[config.mk]
export PLATFORM = sky130hd
export DESIGN_NAME = lms_weight_update
export DESIGN_NICKNAME = d
export VERILOG_FILES = /design/src/rtl/lms_pkg.sv /design/src/rtl/lms_weight_update.sv /design/src/rtl/ref_delay_line.sv /design/src/rtl/tap_sequencer.sv /design/src/rtl/weight_bank.sv /design/src/rtl/weight_update_mac.sv
export SDC_FILE = /design/constraint.sdc
export NUM_CORES = 1
export LEC_CHECK = 0
export ABC_AREA = 1
export ABC_CLOCK_PERIOD_IN_PS = 15300
export BUFFER_PORTS_ARGS = -buffer_cell sky130_fd_sc_hd__buf_2
export CAP_MARGIN = 0
export CORE_MARGIN = 2
export CORE_UTILIZATION = 60
export CTS_CLUSTER_DIAMETER = 80
export CTS_CLUSTER_SIZE = 25
export DETAILED_ROUTE_END_ITERATION = 16
export GPL_ROUTABILITY_DRIVEN = 0
export MAX_ROUTING_LAYER = met4
export PLACE_DENSITY_LB_ADDON = 0.05
export SKIP_CTS_REPAIR_TIMING = 1
export SLEW_MARGIN = 20
export SYNTH_ARGS = -nofsm -noshare
export SYNTH_HDL_FRONTEND = slang
export SYNTH_HIERARCHICAL = 1
export SYNTH_SLANG_ARGS = --single-unit
export TNS_END_PERCENT = 50
[constraint.sdc]
create_clock -name clk -period 15.3 [get_ports clk]
set_input_delay 3.06 -clock clk [delete_from_list [all_inputs] [get_ports clk]]
set_output_delay 3.06 -clock clk [all_outputs]
set_load 0.03 [all_outputs]
[src/rtl/lms_pkg.sv]
`default_nettype none

package lms_pkg;

    localparam int NUM_TAPS    = 16;            // filter taps
    localparam int TAP_IDX_W   = 4;             // tap index width, holds 0..15
    localparam int SAMPLE_W    = 14;            // reference sample width
    localparam int ERR_W       = 11;            // error value width
    localparam int WEIGHT_W    = 31;            // weight width, sums wrap at 2**31

    // issue of a tap to its weight write landing in the bank
    localparam int MAC_LATENCY = 1;

    typedef enum logic [1:0] {
        ST_IDLE  = 2'd0,                        // waiting for update_start
        ST_ISSUE = 2'd1,                        // walking taps 0..NUM_TAPS-1
        ST_DRAIN = 2'd2                         // last tap still in the mac
    } seq_state_t;

endpackage

`default_nettype wire

[src/rtl/lms_weight_update.sv]
`timescale 1ns/1ps
`default_nettype none

module lms_weight_update
    import lms_pkg::*;
#(
    parameter int NUM_TAPS = lms_pkg::NUM_TAPS,
    parameter int SAMPLE_W = lms_pkg::SAMPLE_W,
    parameter int ERR_W    = lms_pkg::ERR_W,
    parameter int WEIGHT_W = lms_pkg::WEIGHT_W
)
(
    input  logic                 clk,
    input  logic                 rstn,
    input  logic [SAMPLE_W-1:0]  sample_in,
    input  logic                 sample_valid,
    input  logic [ERR_W-1:0]     err_in,
    input  logic                 update_start,
    input  logic [TAP_IDX_W-1:0] rd_idx,
    output logic [WEIGHT_W-1:0]  rd_weight,     // combinational readback
    output logic                 busy,
    output logic                 update_done
);

    logic [TAP_IDX_W-1:0] tap_idx;
    logic                 tap_valid;
    logic [ERR_W-1:0]     err_hold;
    logic [SAMPLE_W-1:0]  tap_sample;
    logic [WEIGHT_W-1:0]  cur_weight;
    logic                 wr_en;
    logic [TAP_IDX_W-1:0] wr_idx;
    logic [WEIGHT_W-1:0]  wr_weight;

    // producer, walks the taps once per start
    tap_sequencer #(
        .NUM_TAPS     (NUM_TAPS),
        .ERR_W        (ERR_W)
    ) i_tap_sequencer (
        .clk          (clk),
        .rstn         (rstn),
        .update_start (update_start),
        .err_in       (err_in),
        .tap_idx      (tap_idx),
        .tap_valid    (tap_valid),
        .err_hold     (err_hold),
        .busy         (busy),
        .update_done  (update_done)
    );

    ref_delay_line #(
        .NUM_TAPS     (NUM_TAPS),
        .SAMPLE_W     (SAMPLE_W)
    ) i_ref_delay_line (
        .clk          (clk),
        .rstn         (rstn),
        .sample_in    (sample_in),
        .sample_valid (sample_valid),
        .busy         (busy),           // line held still during a pass
        .tap_idx      (tap_idx),
        .tap_sample   (tap_sample)
    );

    weight_bank #(
        .NUM_TAPS     (NUM_TAPS),
        .WEIGHT_W     (WEIGHT_W)
    ) i_weight_bank (
        .clk          (clk),
        .rstn         (rstn),
        .tap_idx      (tap_idx),
        .rd_idx       (rd_idx),
        .wr_en        (wr_en),
        .wr_idx       (wr_idx),
        .wr_weight    (wr_weight),
        .cur_weight   (cur_weight),
        .rd_weight    (rd_weight)
    );

    // consumer, writes back one edge after each issue
    weight_update_mac #(
        .SAMPLE_W     (SAMPLE_W),
        .ERR_W        (ERR_W),
        .WEIGHT_W     (WEIGHT_W)
    ) i_weight_update_mac (
        .clk          (clk),
        .rstn         (rstn),
        .tap_valid    (tap_valid),
        .tap_idx      (tap_idx),
        .err_hold     (err_hold),
        .tap_sample   (tap_sample),
        .cur_weight   (cur_weight),
        .wr_en        (wr_en),
        .wr_idx       (wr_idx),
        .wr_weight    (wr_weight)
    );

endmodule

`default_nettype wire

[src/rtl/ref_delay_line.sv]
`timescale 1ns/1ps
`default_nettype none

module ref_delay_line
    import lms_pkg::*;
#(
    parameter int NUM_TAPS = lms_pkg::NUM_TAPS,
    parameter int SAMPLE_W = lms_pkg::SAMPLE_W
)
(
    input  logic                 clk,
    input  logic                 rstn,
    input  logic [SAMPLE_W-1:0]  sample_in,
    input  logic                 sample_valid,  // one-cycle strobe
    input  logic                 busy,          // freezes the line during a pass
    input  logic [TAP_IDX_W-1:0] tap_idx,
    output logic [SAMPLE_W-1:0]  tap_sample     // sample at tap_idx
);

    logic [SAMPLE_W-1:0] sample_q [NUM_TAPS];   // tap 0 is the newest
    logic                shift_en;

    // samples arriving mid-pass are lost, not queued
    assign shift_en = sample_valid && !busy;

    always_ff @(posedge clk or negedge rstn)
    begin
        if (!rstn)
        begin
            for (int i = 0; i < NUM_TAPS; i++)
            begin
                sample_q[i] <= '0;
            end
        end
        else if (shift_en)
        begin
            sample_q[0] <= sample_in;            // new sample into tap 0
            for (int i = 1; i < NUM_TAPS; i++)
            begin
                sample_q[i] <= sample_q[i-1];    // older samples move up
            end
        end
    end

    // indexed read, the sequencer never issues past the last tap
    assign tap_sample = sample_q[tap_idx];

endmodule

`default_nettype wire

[src/rtl/tap_sequencer.sv]
`timescale 1ns/1ps
`default_nettype none

module tap_sequencer
    import lms_pkg::*;
#(
    parameter int NUM_TAPS = lms_pkg::NUM_TAPS,
    parameter int ERR_W    = lms_pkg::ERR_W
)
(
    input  logic                 clk,
    input  logic                 rstn,
    input  logic                 update_start,  // one-cycle strobe
    input  logic [ERR_W-1:0]     err_in,
    output logic [TAP_IDX_W-1:0] tap_idx,       // tap being issued
    output logic                 tap_valid,
    output logic [ERR_W-1:0]     err_hold,      // error frozen for the whole pass
    output logic                 busy,
    output logic                 update_done    // one-cycle pulse at end of pass
);

    localparam int DRAIN_W = (MAC_LATENCY > 1) ? $clog2(MAC_LATENCY) : 1;
    localparam logic [TAP_IDX_W-1:0] LAST_TAP = TAP_IDX_W'(NUM_TAPS - 1);
    localparam logic [DRAIN_W-1:0] LAST_DRAIN = DRAIN_W'(MAC_LATENCY - 1);

    seq_state_t           state;
    logic [TAP_IDX_W-1:0] tap_cnt;              // next tap to issue
    logic [DRAIN_W-1:0]   drain_cnt;            // cycles spent in drain
    logic                 accept;

    // starts while a pass is running are dropped
    assign accept = (state == ST_IDLE) && update_start && !busy;

    always_ff @(posedge clk or negedge rstn)
    begin
        if (!rstn)
        begin
            state       <= ST_IDLE;
            tap_cnt     <= '0;
            drain_cnt   <= '0;
            tap_idx     <= '0;
            tap_valid   <= 1'b0;
            busy        <= 1'b0;
            update_done <= 1'b0;
        end
        else
        begin
            tap_valid   <= (state == ST_ISSUE);  // taps lag the counter by one edge
            tap_idx     <= tap_cnt;
            update_done <= 1'b0;                 // default, pulse only

            if (accept)
                busy <= 1'b1;
            else if (update_done)
                busy <= 1'b0;                    // drop one cycle after done

            case (state)
                ST_IDLE:
                begin
                    if (accept)
                    begin
                        state   <= ST_ISSUE;
                        tap_cnt <= '0;
                    end
                end
                ST_ISSUE:
                begin
                    tap_cnt <= tap_cnt + 1'b1;
                    if (tap_cnt == LAST_TAP)
                    begin
                        state     <= ST_DRAIN;
                        drain_cnt <= '0;
                    end
                end
                ST_DRAIN:
                begin
                    if (drain_cnt == LAST_DRAIN)
                    begin
                        state       <= ST_IDLE;
                        update_done <= 1'b1;
                    end
                    else
                        drain_cnt <= drain_cnt + 1'b1;
                end
                default:
                    state <= ST_IDLE;            // illegal encoding recovery
            endcase
        end
    end

    always_ff @(posedge clk)
    begin
        if (accept)
            err_hold <= err_in;                  // sampled on the accepting edge only
    end

endmodule

`default_nettype wire

[src/rtl/weight_bank.sv]
`timescale 1ns/1ps
`default_nettype none

module weight_bank
    import lms_pkg::*;
#(
    parameter int NUM_TAPS = lms_pkg::NUM_TAPS,
    parameter int WEIGHT_W = lms_pkg::WEIGHT_W
)
(
    input  logic                 clk,
    input  logic                 rstn,
    input  logic [TAP_IDX_W-1:0] tap_idx,       // update path read address
    input  logic [TAP_IDX_W-1:0] rd_idx,        // external readback address
    input  logic                 wr_en,
    input  logic [TAP_IDX_W-1:0] wr_idx,
    input  logic [WEIGHT_W-1:0]  wr_weight,
    output logic [WEIGHT_W-1:0]  cur_weight,    // old weight for the mac
    output logic [WEIGHT_W-1:0]  rd_weight
);

    logic [WEIGHT_W-1:0] weight_q [NUM_TAPS];

    // weights start from zero after reset
    always_ff @(posedge clk or negedge rstn)
    begin
        if (!rstn)
        begin
            for (int i = 0; i < NUM_TAPS; i++)
            begin
                weight_q[i] <= '0;
            end
        end
        else
        begin
            for (int i = 0; i < NUM_TAPS; i++)
            begin
                if (wr_en && (wr_idx == TAP_IDX_W'(i)))
                    weight_q[i] <= wr_weight;    // single write port
            end
        end
    end

    // two independent read ports, no bypass from the write port
    assign cur_weight = weight_q[tap_idx];
    assign rd_weight  = weight_q[rd_idx];

endmodule

`default_nettype wire

[src/rtl/weight_update_mac.sv]
`timescale 1ns/1ps
`default_nettype none

module weight_update_mac
    import lms_pkg::*;
#(
    parameter int SAMPLE_W = lms_pkg::SAMPLE_W,
    parameter int ERR_W    = lms_pkg::ERR_W,
    parameter int WEIGHT_W = lms_pkg::WEIGHT_W
)
(
    input  logic                 clk,
    input  logic                 rstn,
    input  logic                 tap_valid,
    input  logic [TAP_IDX_W-1:0] tap_idx,
    input  logic [ERR_W-1:0]     err_hold,
    input  logic [SAMPLE_W-1:0]  tap_sample,
    input  logic [WEIGHT_W-1:0]  cur_weight,
    output logic                 wr_en,         // one cycle per issued tap
    output logic [TAP_IDX_W-1:0] wr_idx,
    output logic [WEIGHT_W-1:0]  wr_weight
);

    localparam int PROD_W = ERR_W + SAMPLE_W;   // full unsigned product

    logic [PROD_W-1:0]   product;
    logic [WEIGHT_W-1:0] new_weight;

    assign product    = err_hold * tap_sample;  // unsigned, no overflow
    // wraps modulo 2**WEIGHT_W
    assign new_weight = cur_weight + WEIGHT_W'(product);

    always_ff @(posedge clk or negedge rstn)
    begin
        if (!rstn)
            wr_en <= 1'b0;
        else
            wr_en <= tap_valid;                  // strobe trails the issue by one edge
    end

    always_ff @(posedge clk)
    begin
        if (tap_valid)
        begin
            wr_idx    <= tap_idx;                // travels with its weight
            wr_weight <= new_weight;
        end
    end

endmodule

`default_nettype wire

==> run summary <==
outcome = complete, no violations
initial antenna violation count = 3
DR vias/cell = 5.59
pre-CTS setup slack = 5.99 ns
Ys Warns = 6
worst path arrival time = 6.06 ns
post-synthesis net count = 7,084
via count = 42,800
gr ovfl total = 0
Hold Startpoint = i_tap_sequencer/tap_cnt[1]$_DFFE_PN0P_
post-synthesis sequential area ratio = 41.0%
I/O pin total = 66
IO buf count = 65
post-route cell area = 49,900 µm²
crit path time final = 9.12 ns
Filler cells = 7,256
Post-Syn Area = 48,200 µm²
Hold Path End = i_tap_sequencer/tap_idx[1]$_DFF_PN0_
Syn-to-layout area delta = 3.49%
DR DRC count = 0
Hold Fails Final Rpt = 0
final period utilization = 59.6%
asr flop ratio synth = 94.1%
most common cell in the netlist = nand2_1
H-tree levels = 2
cells on worst reg2reg path = 22
Setup CP Type = in2out
clk root buf = clkbuf_16
final wirelength = 138 mm
most frequent cell on the critical path = nand3_1
Clock transition at path regs = 0.09 ns
flops & latches, synth = 780
post-route ant nets = 0
critical path launch point type = input port
CTS tree = yes
setup TNS = 0 ns
Cells after Synth = 6,853
largest net degree at the start of global routing = 167
CP cell instances = clkbuf_8 -> inv_8 -> buf_6 -> nand2_1 -> nand3_1 -> nand3_1 -> nand3_1 -> nand2_1 -> buf_2
1st-pass router iterations = 11
Netlist cell types = 33
num rows = 103
first-pass GRT wire length = 221 mm
Synth top area share = 38.1%
Iter 0 DRT Violations = 4,719
area leader, netlist = dfrtp_1
final worst slack = 6.18 ns
# setup viols final = 0
Slew Viols, Final = 0
MaxCap Viol Count = 0
Final Skew = 0.0296 ns
worst r2r dst = i_weight_update_mac/wr_weight[18]$_DFFE_PP_
Crit. End Element = output port
Hold Path Stages = 0
Skew-Pair Late Insertion Delay = 0.65 ns
Max FO, Critical Path = 138
vias in the first global route = 40,000
GRT Overall Usage = 34.7%
Final nets = 6,799
Synth Flop Type = dfrtp_1
CTS max path bufs = 3
Sink Count = 780
worst reg2reg setup slack = 7.21 ns
Crit path largest cell delay = 0.79 ns
Final HPWL DP = 80.1 mm
initial core utilization = 60.8%
Hold Path Class = reg2reg
post-DR wirelength/cell = 18.0 µm
Reg-to-Reg Start = i_tap_sequencer/tap_idx[0]$_DFF_PN0_
Synth area leaders = dfrtp_1, nand2_1, nand3_1, inv_1, o21ai_0
die width = 287 µm
worst-margin pin slew = 1.19 ns
Max-slew headroom = 20.8%
Post-synth EDFFs = 46
layout cells sized above 1 = 3.91%
RSZ-0062 raised after global routing = no
Worst Path Required = 12.24 ns
total CTS buffers = 46
dpl cell area = 48,300 µm²
Die Area = 82,600 µm²
top cells by count, synth = nand2_1, inv_1, nand3_1
DIE HEIGHT = 287 µm
Avg Cell Area, Syn = 7.03 µm²
core area = 79,300 µm²
maximum clock rate = 110 MHz
slowest CP cell = inv_8
[stage by stage]
stage                     hold slack, ns  utilization (%)  instances
after CTS                          0.464             62.9       7652
after global routing               0.480             62.9       7654
after floorplan                    0.414                -       6853
after global placement             0.436             61.0       7569
after detailed placement           0.438             61.0       7569
final                              0.464             62.9       7654
[state kept, by name (all words and copies together), names as in the netlist]
| signal | count |
|---|---|
| i_weight_update_mac/wr_en | 1 |
| i_tap_sequencer/tap_idx | 4 |
| i_weight_update_mac/wr_idx | 4 |
| i_tap_sequencer/err_hold | 11 |
| i_ref_delay_line/sample_q | 224 |
| i_tap_sequencer/tap_valid | 1 |
| i_tap_sequencer/update_done | 1 |
| i_tap_sequencer/state | 2 |
| i_weight_update_mac/wr_weight | 31 |
| i_tap_sequencer/tap_cnt | 4 |
| i_tap_sequencer/busy | 1 |
| i_weight_bank/weight_q | 496 |
[layout by cell type (no fill, tap or decap), drive strengths merged, types with 54 or more instances in the layout]
| master | count |
|---|---|
| nand3 | 1107 |
| o21ai | 709 |
| buf | 114 |
| ha | 66 |
| nor2 | 60 |
| inv | 1147 |
| nand2 | 2359 |
| dfrtp | 734 |
| fa | 132 |
| clkbuf | 54 |
[routing by layer]
metal	track usage (%)	share of wire [%]	vias up
li1	-	-	20500
met1	48.1	43	20000
met2	53.6	45	1959
met3	4.33	8.9	304
met4	10.8	3.2	0
met5	-	0	-
[worst max path at each step]
| stage | from | endpoint | slack [ns] | depth (start not counted) |
|---|---|---|---|---|
| 2_1_floorplan | rd_idx[1] | rd_weight[13] | 8.12 | 7 |
| 3_3_place_gp | rd_idx[0] | rd_weight[14] | 6.05 | 9 |
| 3_5_place_dp | rd_idx[0] | rd_weight[14] | 5.99 | 9 |
| 4_1_cts | rd_idx[0] | rd_weight[14] | 5.99 | 9 |
| 5_1_grt | rd_idx[0] | rd_weight[14] | 6.05 | 9 |
| 6_report | rd_idx[0] | rd_weight[14] | 6.18 | 9 |
[kinds of logic after synthesis]
logic type	Yosys count	synth area share, %
compound gates	744	7.74
xor+xnor	14	0.254
fa+ha+maj	198	7.20
buf+inv	1576	13.0
flops	780	41.0
simple gates	3541	30.9
[critical path: cells and delay by family]
kind	cells	cell delay, ns
buf+inv	4	2.17
simple gates	5	0.67
[layout make-up]
type | instances | area, µm² | share of cell area [%]
clock inverters | 30 | 315 | 0.632
multi-input cells | 4497 | 22300 | 44.6
diodes | 1 | 2.50 | 0.00502
flip-flops and latches | 780 | 19800 | 39.6
repair buffers | 115 | 771 | 1.55
well taps | 1050 | 1310 | 2.63
inverters | 1128 | 4260 | 8.53
clock buffers | 53 | 1210 | 2.42
Power is not shown: default switching activity piles up to over one toggle a cycle in this logic, so the estimate is an artifact.
